===== src/source/rb_regs_pkg.sv =====
/*
 * radio box register map
 * bus offsets, control and status bit positions, LED meter modes
 */
package rb_regs_pkg;

  // -------------------
  // bus decode
  // -------------------
  localparam int unsigned RB_ADDR_W = 20;  // decoded address bits, one word per offset

  localparam logic [RB_ADDR_W-1:0] REG_CTRL       = 20'h00000;  // control, all bits kept
  localparam logic [RB_ADDR_W-1:0] REG_STATUS     = 20'h00004;  // read only
  localparam logic [RB_ADDR_W-1:0] REG_LED_CTRL   = 20'h0001C;  // LED meter mode
  localparam logic [RB_ADDR_W-1:0] REG_MUXIN_SRC  = 20'h00060;  // input selector code
  localparam logic [RB_ADDR_W-1:0] REG_MUXIN_GAIN = 20'h00064;  // input gain, unsigned

  // -------------------
  // control and status bits
  // -------------------
  localparam int unsigned CTRL_ENABLE = 0;  // enables the sub-block

  localparam int unsigned STAT_CLK_EN  = 0;   // sub-block clock enable
  localparam int unsigned STAT_RESET   = 1;   // sub-block reset released
  localparam int unsigned STAT_LEDS_EN = 2;   // meter owns the LEDs
  localparam int unsigned STAT_LED_LSB = 24;  // LED byte occupies 31..24

  // -------------------
  // LED meter modes
  // -------------------
  localparam logic [3:0] LED_DISABLED  = 4'd0;  // LEDs left to the board
  localparam logic [3:0] LED_OFF       = 4'd1;  // all LEDs dark
  localparam logic [3:0] LED_ADCIN_MAG = 4'd6;  // magnitude of the selected input
  localparam logic [3:0] LED_MIX_MAG   = 4'd7;  // magnitude of the gain stage output

endpackage


===== src/source/rb_signal_pkg.sv =====
/*
 * radio box signal definitions
 * sample widths, input selector codes and XADC slot layout
 */
package rb_signal_pkg;

  localparam int unsigned SAMPLE_W   = 16;  // signed sample
  localparam int unsigned FAST_ADC_W = 14;  // fast ADC word
  localparam int unsigned GAIN_W     = 32;  // unsigned gain
  localparam int unsigned SRC_W      = 6;   // selector code
  localparam int unsigned XADC_TID_W = 5;   // XADC channel id

  // selector codes, XADC codes match the stream tid
  localparam logic [SRC_W-1:0] SRC_ADC0 = 6'h20;  // fast ADC channel A
  localparam logic [SRC_W-1:0] SRC_ADC1 = 6'h21;  // fast ADC channel B
  localparam logic [SRC_W-1:0] SRC_EXT0 = 6'h10;  // aux 0, sampled with aux 8
  localparam logic [SRC_W-1:0] SRC_EXT8 = 6'h18;
  localparam logic [SRC_W-1:0] SRC_EXT1 = 6'h11;  // aux 1, sampled with aux 9
  localparam logic [SRC_W-1:0] SRC_EXT9 = 6'h19;
  localparam logic [SRC_W-1:0] SRC_VPVN = 6'h03;  // dedicated Vp/Vn pair

  // slot order of the capture store
  localparam logic [2:0] XSLOT_CH8   = 3'd0;
  localparam logic [2:0] XSLOT_CH0   = 3'd1;
  localparam logic [2:0] XSLOT_CH1   = 3'd2;
  localparam logic [2:0] XSLOT_CH9   = 3'd3;
  localparam logic [2:0] XSLOT_VPVN  = 3'd4;
  localparam logic [2:0] XSLOT_COUNT = 3'd5;  // also marks "no slot"

endpackage


===== src/source/rb_input_mixer.sv =====
/*
 * input selector and gain stage
 * signed sample times unsigned gain, pipelined with a matching valid pipe
 */
`timescale 1ns/1ns

module rb_input_mixer import rb_signal_pkg::*; #(
  parameter int MIX_LAT = 3  // stages from input to output
) (
  input  logic                  clk_adc_125mhz,
  input  logic                  adc_rstn_i,
  input  logic                  rb_clk_en_i,
  input  logic                  rb_reset_n_i,
  input  logic [FAST_ADC_W-1:0] adc0_i,
  input  logic [FAST_ADC_W-1:0] adc1_i,
  input  logic [SAMPLE_W-1:0]   xadc_sample_i,
  input  logic [SRC_W-1:0]      muxin_src_i,
  input  logic [GAIN_W-1:0]     muxin_gain_i,
  output logic [SAMPLE_W-1:0]   mix_in_o,
  output logic [SAMPLE_W-1:0]   mix_out_o,
  output logic                  mix_vld_o
);

  localparam int PROD_W = SAMPLE_W + GAIN_W + 1;  // gain widened by a zero sign bit

  logic signed [PROD_W-1:0] product;
  logic        [PROD_W-1:0] prod_q [MIX_LAT];
  logic        [MIX_LAT-1:0] vld_q;

  // --------------------
  // source select
  // --------------------
  always_comb begin
    case (muxin_src_i)
      SRC_ADC0: mix_in_o = {~adc0_i, 2'b00};  // inverted front end, left aligned
      SRC_ADC1: mix_in_o = {~adc1_i, 2'b00};
      SRC_EXT0, SRC_EXT8, SRC_EXT1, SRC_EXT9, SRC_VPVN:
        mix_in_o = xadc_sample_i;
      default:  mix_in_o = '0;                // code 0 and unlisted codes
    endcase
  end

  assign product = $signed(mix_in_o) * $signed({1'b0, muxin_gain_i});

  // --------------------
  // product and valid pipe
  // --------------------
  always_ff @(posedge clk_adc_125mhz) begin
    if (!adc_rstn_i || !rb_reset_n_i) begin
      vld_q <= '0;                   // sub-block reset empties the pipe
      for (int i = 0; i < MIX_LAT; i++) begin
        prod_q[i] <= '0;
      end
    end else if (rb_clk_en_i) begin  // clock enable low holds everything
      prod_q[0] <= product;
      vld_q[0]  <= 1'b1;             // every enabled cycle is a sample
      for (int i = 1; i < MIX_LAT; i++) begin
        prod_q[i] <= prod_q[i-1];
        vld_q[i]  <= vld_q[i-1];
      end
    end
  end

  // sign, then product bits 31..17
  assign mix_out_o = {prod_q[MIX_LAT-1][PROD_W-1], prod_q[MIX_LAT-1][31:17]};
  assign mix_vld_o = vld_q[MIX_LAT-1];

endmodule


===== src/source/rb_led_meter.sv =====
/*
 * LED magnitude meter
 * rate divided bar display of the selected input or the gain stage output
 */
`timescale 1ns/1ns

module rb_led_meter import rb_regs_pkg::*, rb_signal_pkg::*; #(
  parameter int LED_DIV_W = 20  // refresh every 2**LED_DIV_W cycles
) (
  input  logic                clk_adc_125mhz,
  input  logic                adc_rstn_i,
  input  logic                rb_reset_n_i,
  input  logic [3:0]          led_mode_i,
  input  logic [SAMPLE_W-1:0] mix_in_i,
  input  logic [SAMPLE_W-1:0] mix_out_i,
  output logic                rb_leds_en_o,
  output logic [7:0]          rb_leds_data_o
);

  logic [LED_DIV_W-1:0] led_cnt;  // refresh divider

  // upper nibble grows for positive values, lower nibble for negative
  function automatic logic [7:0] magnitude(input logic [SAMPLE_W-1:0] val);
    if (!val[15]) begin
      if (val[14])                magnitude = 8'hF0;
      else if (val[14:12] != '0)  magnitude = 8'h70;
      else if (val[14:10] != '0)  magnitude = 8'h30;
      else if (val != '0)         magnitude = 8'h10;
      else                        magnitude = 8'h00;  // exact zero
    end else begin
      if (!val[14])               magnitude = 8'h0F;
      else if (val[14:12] <= 3'd6) magnitude = 8'h0E;
      else if (val[14:10] <= 5'd30) magnitude = 8'h0C;
      else                        magnitude = 8'h08;  // just below zero
    end
  endfunction

  always_ff @(posedge clk_adc_125mhz) begin
    if (!adc_rstn_i || !rb_reset_n_i) begin
      rb_leds_en_o   <= 1'b0;
      rb_leds_data_o <= '0;
      led_cnt        <= '0;
    end else if (led_mode_i != LED_DISABLED) begin
      rb_leds_en_o <= 1'b1;       // meter owns the LEDs
      if (led_cnt == '0) begin    // first active cycle, then once per wrap
        case (led_mode_i)
          LED_ADCIN_MAG: rb_leds_data_o <= magnitude(mix_in_i);
          LED_MIX_MAG:   rb_leds_data_o <= magnitude(mix_out_i);
          LED_OFF:       rb_leds_data_o <= '0;
          default:       rb_leds_data_o <= '0;  // dropped oscillator modes
        endcase
      end
      led_cnt <= led_cnt + 1'b1;
    end else begin
      rb_leds_en_o   <= 1'b0;     // disabled, hand LEDs back
      rb_leds_data_o <= '0;
      led_cnt        <= '0;
    end
  end

endmodule


===== src/source/rb_power_seq.sv =====
/*
 * enable sequencer
 * power up raises the clock enable before releasing reset, power down reverses it
 */
`timescale 1ns/1ns

module rb_power_seq #(
  parameter int SEQ_WAIT = 3  // cycles between the two steps, minus one
) (
  input  logic clk_adc_125mhz,
  input  logic adc_rstn_i,
  input  logic rb_enable_i,
  output logic rb_clk_en_o,
  output logic rb_reset_n_o
);

  localparam int CNT_W = (SEQ_WAIT > 0) ? $clog2(SEQ_WAIT + 1) : 1;

  logic             enable_q;  // previous enable, for edge detect
  logic [CNT_W-1:0] wait_cnt;
  logic             enable_edge;

  assign enable_edge = rb_enable_i != enable_q;

  always_ff @(posedge clk_adc_125mhz) begin
    if (!adc_rstn_i) begin
      enable_q     <= 1'b0;
      wait_cnt     <= '0;
      rb_clk_en_o  <= 1'b0;
      rb_reset_n_o <= 1'b0;
    end else begin
      enable_q <= rb_enable_i;
      if (enable_edge) begin
        wait_cnt <= CNT_W'(SEQ_WAIT);  // restart the wait on any change
        if (rb_enable_i) begin
          rb_clk_en_o <= 1'b1;         // first step up: clock on
        end else begin
          rb_reset_n_o <= 1'b0;        // first step down: hold in reset
        end
      end else if (wait_cnt != '0) begin
        wait_cnt <= wait_cnt - 1'b1;
      end else if (rb_enable_i) begin
        rb_reset_n_o <= 1'b1;          // second step up: release
      end else begin
        rb_clk_en_o <= 1'b0;           // second step down: clock off
      end
    end
  end

endmodule


===== src/source/rb_regs.sv =====
/*
 * radio box register bank
 * system bus decode, write masks, status word and one cycle acknowledge
 */
`timescale 1ns/1ns

module rb_regs import rb_regs_pkg::*, rb_signal_pkg::*; (
  input  logic              clk_adc_125mhz,
  input  logic              adc_rstn_i,
  input  logic [31:0]       sys_addr_i,
  input  logic [31:0]       sys_wdata_i,
  input  logic              sys_wen_i,
  input  logic              sys_ren_i,
  output logic [31:0]       sys_rdata_o,
  output logic              sys_ack_o,
  output logic              sys_err_o,
  input  logic              rb_clk_en_i,
  input  logic              rb_reset_n_i,
  input  logic              rb_leds_en_i,
  input  logic [7:0]        rb_leds_data_i,
  output logic              rb_enable_o,
  output logic [3:0]        led_mode_o,
  output logic [SRC_W-1:0]  muxin_src_o,
  output logic [GAIN_W-1:0] muxin_gain_o
);

  logic [RB_ADDR_W-1:0] addr;  // word offset within the block
  logic [31:0]          ctrl_q;
  logic                 clk_en_q;    // status copies, one cycle behind
  logic                 reset_n_q;
  logic                 leds_en_q;
  logic [7:0]           leds_q;
  logic [31:0]          status;
  logic [31:0]          rd_word;

  assign addr = sys_addr_i[RB_ADDR_W-1:0];

  // --------------------
  // write side
  // --------------------
  always_ff @(posedge clk_adc_125mhz) begin
    if (!adc_rstn_i) begin
      ctrl_q       <= '0;
      led_mode_o   <= LED_DISABLED;
      muxin_src_o  <= '0;  // selects a zero input
      muxin_gain_o <= '0;
    end else if (sys_wen_i) begin
      case (addr)
        REG_CTRL:       ctrl_q       <= sys_wdata_i;
        REG_LED_CTRL:   led_mode_o   <= sys_wdata_i[3:0];        // mode nibble only
        REG_MUXIN_SRC:  muxin_src_o  <= sys_wdata_i[SRC_W-1:0];  // code bits only
        REG_MUXIN_GAIN: muxin_gain_o <= sys_wdata_i[GAIN_W-1:0];
        default: ;                                               // STATUS and holes ignore writes
      endcase
    end
  end

  assign rb_enable_o = ctrl_q[CTRL_ENABLE];

  // --------------------
  // status word
  // --------------------
  always_ff @(posedge clk_adc_125mhz) begin
    if (!adc_rstn_i) begin
      clk_en_q  <= 1'b0;
      reset_n_q <= 1'b0;
      leds_en_q <= 1'b0;
      leds_q    <= '0;
    end else begin
      clk_en_q  <= rb_clk_en_i;   // refreshed every cycle
      reset_n_q <= rb_reset_n_i;
      leds_en_q <= rb_leds_en_i;
      leds_q    <= rb_leds_data_i;
    end
  end

  always_comb begin
    status                      = '0;
    status[STAT_CLK_EN]         = clk_en_q;
    status[STAT_RESET]          = reset_n_q;  // set once the sub-block runs
    status[STAT_LEDS_EN]        = leds_en_q;
    status[STAT_LED_LSB +: 8]   = leds_q;
  end

  // --------------------
  // read side and acknowledge
  // --------------------
  always_comb begin
    case (addr)
      REG_CTRL:       rd_word = ctrl_q;
      REG_STATUS:     rd_word = status;
      REG_LED_CTRL:   rd_word = 32'(led_mode_o);   // upper bits read zero
      REG_MUXIN_SRC:  rd_word = 32'(muxin_src_o);
      REG_MUXIN_GAIN: rd_word = 32'(muxin_gain_o);
      default:        rd_word = '0;                 // unknown offsets read zero
    endcase
  end

  always_ff @(posedge clk_adc_125mhz) begin
    if (sys_ren_i) begin
      sys_rdata_o <= rd_word;  // valid together with the ack
    end
  end

  always_ff @(posedge clk_adc_125mhz) begin
    if (!adc_rstn_i) begin
      sys_ack_o <= 1'b0;
    end else begin
      sys_ack_o <= sys_wen_i | sys_ren_i;  // every request, known address or not
    end
  end

  assign sys_err_o = 1'b0;  // no error responses

endmodule


===== src/source/rb_top.sv =====
/*
 * radio box signal input section
 * register bank, enable sequencer, XADC capture, gain stage and LED meter
 */
`timescale 1ns/1ns

module rb_top import rb_signal_pkg::*; #(
  parameter int LED_DIV_W = 20,  // LED refresh counter width
  parameter int SEQ_WAIT  = 3,   // sequencer wait cycles
  parameter int MIX_LAT   = 3    // gain stage depth
) (
  input  logic                  clk_adc_125mhz,
  input  logic                  adc_rstn_i,
  input  logic [FAST_ADC_W-1:0] adc0_i,
  input  logic [FAST_ADC_W-1:0] adc1_i,
  input  logic [31:0]           sys_addr_i,
  input  logic [31:0]           sys_wdata_i,
  input  logic [3:0]            sys_sel_i,   // byte select, full words only
  input  logic                  sys_wen_i,
  input  logic                  sys_ren_i,
  output logic [31:0]           sys_rdata_o,
  output logic                  sys_ack_o,
  output logic                  sys_err_o,
  input  logic [SAMPLE_W-1:0]   xadc_tdata_i,
  input  logic [XADC_TID_W-1:0] xadc_tid_i,
  input  logic                  xadc_tvalid_i,
  output logic                  xadc_tready_o,
  output logic                  rb_en_o,      // gain stage output valid
  output logic [SAMPLE_W-1:0]   rb_out_o,
  output logic                  rb_leds_en_o,
  output logic [7:0]            rb_leds_data_o
);

  logic                rb_enable;   // CTRL enable bit
  logic                rb_clk_en;   // sub-block clock enable
  logic                rb_reset_n;  // sub-block reset, active low
  logic [3:0]          led_mode;
  logic [SRC_W-1:0]    muxin_src;
  logic [GAIN_W-1:0]   muxin_gain;
  logic [SAMPLE_W-1:0] xadc_sample;  // slot picked by the selector
  logic [SAMPLE_W-1:0] mix_in;       // selected input before gain

  rb_regs u_regs (
    .clk_adc_125mhz, .adc_rstn_i,
    .sys_addr_i, .sys_wdata_i, .sys_wen_i, .sys_ren_i,
    .sys_rdata_o, .sys_ack_o, .sys_err_o,
    .rb_clk_en_i    (rb_clk_en),
    .rb_reset_n_i   (rb_reset_n),
    .rb_leds_en_i   (rb_leds_en_o),
    .rb_leds_data_i (rb_leds_data_o),
    .rb_enable_o    (rb_enable),
    .led_mode_o     (led_mode),
    .muxin_src_o    (muxin_src),
    .muxin_gain_o   (muxin_gain)
  );

  rb_power_seq #(.SEQ_WAIT(SEQ_WAIT)) u_power_seq (
    .clk_adc_125mhz, .adc_rstn_i,
    .rb_enable_i  (rb_enable),
    .rb_clk_en_o  (rb_clk_en),
    .rb_reset_n_o (rb_reset_n)
  );

  rb_xadc_capture u_xadc_capture (
    .clk_adc_125mhz, .adc_rstn_i,
    .xadc_tdata_i, .xadc_tid_i, .xadc_tvalid_i, .xadc_tready_o,
    .muxin_src_i   (muxin_src),
    .xadc_sample_o (xadc_sample)
  );

  rb_input_mixer #(.MIX_LAT(MIX_LAT)) u_input_mixer (
    .clk_adc_125mhz, .adc_rstn_i,
    .rb_clk_en_i   (rb_clk_en),
    .rb_reset_n_i  (rb_reset_n),
    .adc0_i, .adc1_i,
    .xadc_sample_i (xadc_sample),
    .muxin_src_i   (muxin_src),
    .muxin_gain_i  (muxin_gain),
    .mix_in_o      (mix_in),
    .mix_out_o     (rb_out_o),
    .mix_vld_o     (rb_en_o)
  );

  rb_led_meter #(.LED_DIV_W(LED_DIV_W)) u_led_meter (
    .clk_adc_125mhz, .adc_rstn_i,
    .rb_reset_n_i  (rb_reset_n),
    .led_mode_i    (led_mode),
    .mix_in_i      (mix_in),
    .mix_out_i     (rb_out_o),
    .rb_leds_en_o, .rb_leds_data_o
  );

endmodule


===== src/source/rb_xadc_capture.sv =====
/*
 * XADC sample store
 * keeps the latest stream sample per channel id, presents the selected slot
 */
`timescale 1ns/1ns

module rb_xadc_capture import rb_signal_pkg::*; (
  input  logic                  clk_adc_125mhz,
  input  logic                  adc_rstn_i,
  input  logic [SAMPLE_W-1:0]   xadc_tdata_i,
  input  logic [XADC_TID_W-1:0] xadc_tid_i,
  input  logic                  xadc_tvalid_i,
  input  logic [SRC_W-1:0]      muxin_src_i,
  output logic                  xadc_tready_o,
  output logic [SAMPLE_W-1:0]   xadc_sample_o
);

  logic [SAMPLE_W-1:0] slot_q [XSLOT_COUNT];
  logic [2:0]          tid_slot;  // slot of the incoming beat
  logic [2:0]          sel_slot;  // slot named by the selector

  // tid and selector share one code space
  function automatic logic [2:0] slot_of(input logic [SRC_W-1:0] code);
    case (code)
      SRC_EXT8: slot_of = XSLOT_CH8;
      SRC_EXT0: slot_of = XSLOT_CH0;
      SRC_EXT1: slot_of = XSLOT_CH1;
      SRC_EXT9: slot_of = XSLOT_CH9;
      SRC_VPVN: slot_of = XSLOT_VPVN;
      default:  slot_of = XSLOT_COUNT;  // not an XADC channel
    endcase
  endfunction

  assign tid_slot = slot_of(SRC_W'(xadc_tid_i));
  assign sel_slot = slot_of(muxin_src_i);

  always_ff @(posedge clk_adc_125mhz) begin
    if (!adc_rstn_i) begin
      xadc_tready_o <= 1'b0;
      for (int i = 0; i < XSLOT_COUNT; i++) begin
        slot_q[i] <= '0;
      end
    end else begin
      xadc_tready_o <= 1'b1;  // always ready after reset
      if (xadc_tvalid_i && xadc_tready_o && tid_slot != XSLOT_COUNT) begin
        slot_q[tid_slot] <= xadc_tdata_i;  // unknown tids dropped
      end
    end
  end

  assign xadc_sample_o = (sel_slot == XSLOT_COUNT) ? '0 : slot_q[sel_slot];

endmodule


===== config.mk =====
export PLATFORM = sky130hd
export DESIGN_NAME = rb_top
export DESIGN_NICKNAME = d
export VERILOG_FILES = /design/src/source/rb_regs_pkg.sv /design/src/source/rb_signal_pkg.sv /design/src/source/rb_input_mixer.sv /design/src/source/rb_led_meter.sv /design/src/source/rb_power_seq.sv /design/src/source/rb_regs.sv /design/src/source/rb_top.sv /design/src/source/rb_xadc_capture.sv
export SDC_FILE = /design/constraint.sdc
export NUM_CORES = 2
export LEC_CHECK = 0
export BUFFER_PORTS_ARGS = -buffer_cell sky130_fd_sc_hd__buf_2
export CORE_AREA = 4 4 191 285
export CTS_CLUSTER_SIZE = 30
export DETAILED_ROUTE_END_ITERATION = 8
export DIE_AREA = 0 0 195 289
export PLACE_DENSITY = 0.78
export SLEW_MARGIN = 20
export SYNTH_ARGS = -nofsm -noshare
export SYNTH_HDL_FRONTEND = slang
export SYNTH_HIERARCHICAL = 1
export SYNTH_SLANG_ARGS = --single-unit

===== constraint.sdc =====
create_clock -name clk_adc_125mhz -period 9.1 [get_ports clk_adc_125mhz]
set_clock_uncertainty 0.1 [all_clocks]
set_input_delay 0 -clock clk_adc_125mhz [delete_from_list [all_inputs] [get_ports clk_adc_125mhz]]
set_output_delay 0 -clock clk_adc_125mhz [all_outputs]
set_load 0.01 [all_outputs]

==> qor.yml <==
clock_tree:
  path_clk_slew_ps: 70
  htreeDepth: 1
  cts_root_buf: "clkbuf_16"
  cts_tree: "built"
  clock_latency_ps: 590
  cts_made_buffers: 28
  clkSinkCount: 284
  cts_buffer_depth: 3
floorplan:
  start_util_pct: 54.6
  row_count: 102
  die_w_um: 195
  die-area_um2: 56400
  chipHeight_um: 289
  coreArea_um2: 51800
  io_pins: 183
worst_setup_path:
  cp_top_family: "adder cells"
  cp-end-kind: "register"
  start_kind: "register"
  crit_slowest_cell: "fa_1"
  crit_path_max_fanout: 18
  cp.buffers_inverters: 5
  worstReg2RegStart: "u_regs/muxin_src_o[4]$_SDFFE_PN0P_"
  r2r-end: "u_input_mixer/prod_q[0][48]$_SDFFCE_PN0P_"
  cp.arrival_ps: 8920
  ff2ff_setup_slack_ps: 390
  criticalPathCategory: "register to register"
  crit_start: "u_regs/muxin_src_o[4]$_SDFFE_PN0P_"
  crit_path_frequent_cell: "fa_1"
  ff2ff_path_depth: 26
  critPathMaxStageDelay_ps: 520
  required_ps: 9300
synth:
  syn_area_per_cell_um2: 9.85
  synth_top_area_share_pct: 29.5
  async_flop_share_pct: 0
  synthCells: 2872
  synthTopCellsByArea: "fa_1, edfxtp_1, dfxtp_1"
  synth_edf_count: 160
  synth-seq-area-share_pct: 25.7
  synth-seq-cells: 284
  synth_ff_type: "edfxtp_1"
  ys.warnings.count: 6
  synth_top_cell_by_area: "fa_1"
  syn_area_um2: 28300
  synth_cell_types: 86
  synth_nets: 3567
hold_path:
  min_path_cells: 1
  min_from: "sys_ren_i"
  hp-class: "input pin to register"
  hold_end: "u_regs/sys_rdata_o[2]$_DFFE_PP_"
global_route:
  grt_max_degree: 72
  grt_pass1_wl_um: 121000
  grt_overflow: 0
  grtUsageTotal_pct: 27.0
  antenna_found_initial: 0
  grt_pass1_vias: 23735
routing:
  drc_errors: 0
  detail_route.wl_per_cell_um: 20.6
  vias: 21394
  drtIter0Drc: 1482
  ant_nets: 0
  routed_wl_um: 77000
  first_pass_iters: 5
  vias_per_cell: 5.72
sta:
  finalSetupViolations: 0
  hold_viol: 0
  finalWorstSetupSlack_ps: 385
  slew_violations: 0
  fin_crit_ps: 8710
  worst_pin_slew_ps: 1050
  max_freq_mhz: 115
  totalNegativeSetupSlack_ps: 0
  relSlewSlack_pct: 30.0
  rsz0062_at_grt: "false"
  fin_crit_sh_pct: 95.8
placed_design:
  dp_hpwl_um: 56700
  numPortBuffers: 165
  post-place-ws_ps: 481
  place_congestion: 0.923
power:
  power.density_nw_per_um2: 85.9
  fin_total_pwr_mw: 2.70
  leakage_nw: 14.8
  ir_worst_vdd_mv: 0.146
final_layout:
  layout_commonest_cell: "inv_1"
  post-route-util_pct: 60.6
  nets: 3735
  final_cell_mix: "inv_1, nand2_1, fa_1"
  drive_above_1_share_pct: 10.7
  syn_to_final_growth_pct: 10.9
flow_run:
  drv_cap: 0
status:
  status: "completed"
==> how the worst max path moves through the flow <==
stage                                                      to  slack (ps)  depth (start not counted)
floorplan           u_input_mixer/prod_q[0][48]$_SDFFCE_PN0P_        1250                         31
global placement    u_input_mixer/prod_q[0][48]$_SDFFCE_PN0P_         630                         26
detailed placement  u_input_mixer/prod_q[0][48]$_SDFFCE_PN0P_         480                         26
CTS                 u_input_mixer/prod_q[0][48]$_SDFFCE_PN0P_         450                         29
global route        u_input_mixer/prod_q[0][48]$_SDFFCE_PN0P_          40                         29
finish              u_input_mixer/prod_q[0][48]$_SDFFCE_PN0P_         390                         26
==> layer usage <==
layer	track usage [%]	part of all wire [%]	vias to the layer above
met1	30.4	35	10657
li1	-	-	9336
met3	3.62	7.1	331
met5	0	0	-
met2	48.9	52	1070
met4	16.0	6.7	0
==> report_power, final <==
group | leakage (nW) | internal [mW] | switching, mW
clock | 0.479 | 0.660 | 0.533
sequential | 2.78 | 1.37 | 0.00669
combinational | 11.5 | 0.0605 | 0.0718
total | 14.8 | 2.09 | 0.611
==> area by class of cell <==
type	count	area, um^2
diodes	2	5.00
clock buffers	37	840
clock inverters	15	121
fillers	4209	20400
inverters	528	1980
multi-input cells	1904	18300
flip-flops and latches	284	7290
well taps	676	846
repair buffers	294	1990
==> synth_stat cells (all sizes together) (4+ instances only) <==
cell type	n
nor3b	5
o211ai	14
xor2	14
and4	4
ha	156
fa	417
buf	55
o221ai	12
nor3	29
a22oi	4
nand2b	13
a21o	12
nand2	424
a21boi	4
o21a	6
nor2b	4
o21bai	5
inv	528
mux2i	107
a221o	12
dfxtp	124
or2	15
a311oi	4
nand3	29
nand4	16
xnor2	12
a211o	4
a22o	33
nor4	16
clkbuf	101
and3	34
or4	4
or3	11
nand3b	6
nor2	73
a21oi	41
mux2	7
and2	291
o21ai	31
or3b	5
edfxtp	160
==> cell families (layout without fill, tap and decap cells) <==
group                    Yosys count  after routing  share of synthesized area (%)
AND/OR/NAND/NOR                  990            990                           18.1
flip-flops                       284            284                           25.7
XOR/XNOR                          26             26                          0.805
other                              1              3                         0.0132
multiplexers                     115            115                           4.16
AO/OA/AOI/OAI                    199            199                           5.18
buffers and inverters            684            874                           9.57
adder cells (fa/ha/maj)          573            573                           36.4
==> what timing repair did <==
item | in CTS | in global routing
hold endpoints to repair | 156 | 0
endpoints found under the setup margin | 0 | 1
hold buffers | 77 | 0
resized for setup | 0 | 1
buffers inserted | 0 | 0
==> stage by stage <==
| step | hold slack, ps | area [um^2] | instances |
|---|---|---|---|
| 5_1_grt | 46.6 | 31400 | 3738 |
| 6_report | 27.9 | 31400 | 3740 |
| 3_5_place_dp | 193 | 29700 | 3609 |
| 3_3_place_gp | 175 | 29700 | 3609 |
| 4_1_cts | 9.73 | 31400 | 3738 |
| 2_1_floorplan | -72.3 | 28300 | 2872 |
==> registers in the layout (all words and copies together), names as in the netlist, 6 cells and up <==
signal / flops
u_regs/leds_q: 8
u_regs/muxin_src_o: 6
u_led_meter/led_cnt: 20
u_led_meter/rb_leds_data_o: 8
u_xadc_capture/slot_q: 80
u_regs/ctrl_q: 32
u_regs/muxin_gain_o: 32
u_input_mixer/prod_q: 48
u_regs/sys_rdata_o: 32
Note: power is estimated with default switching activity, not from simulation.
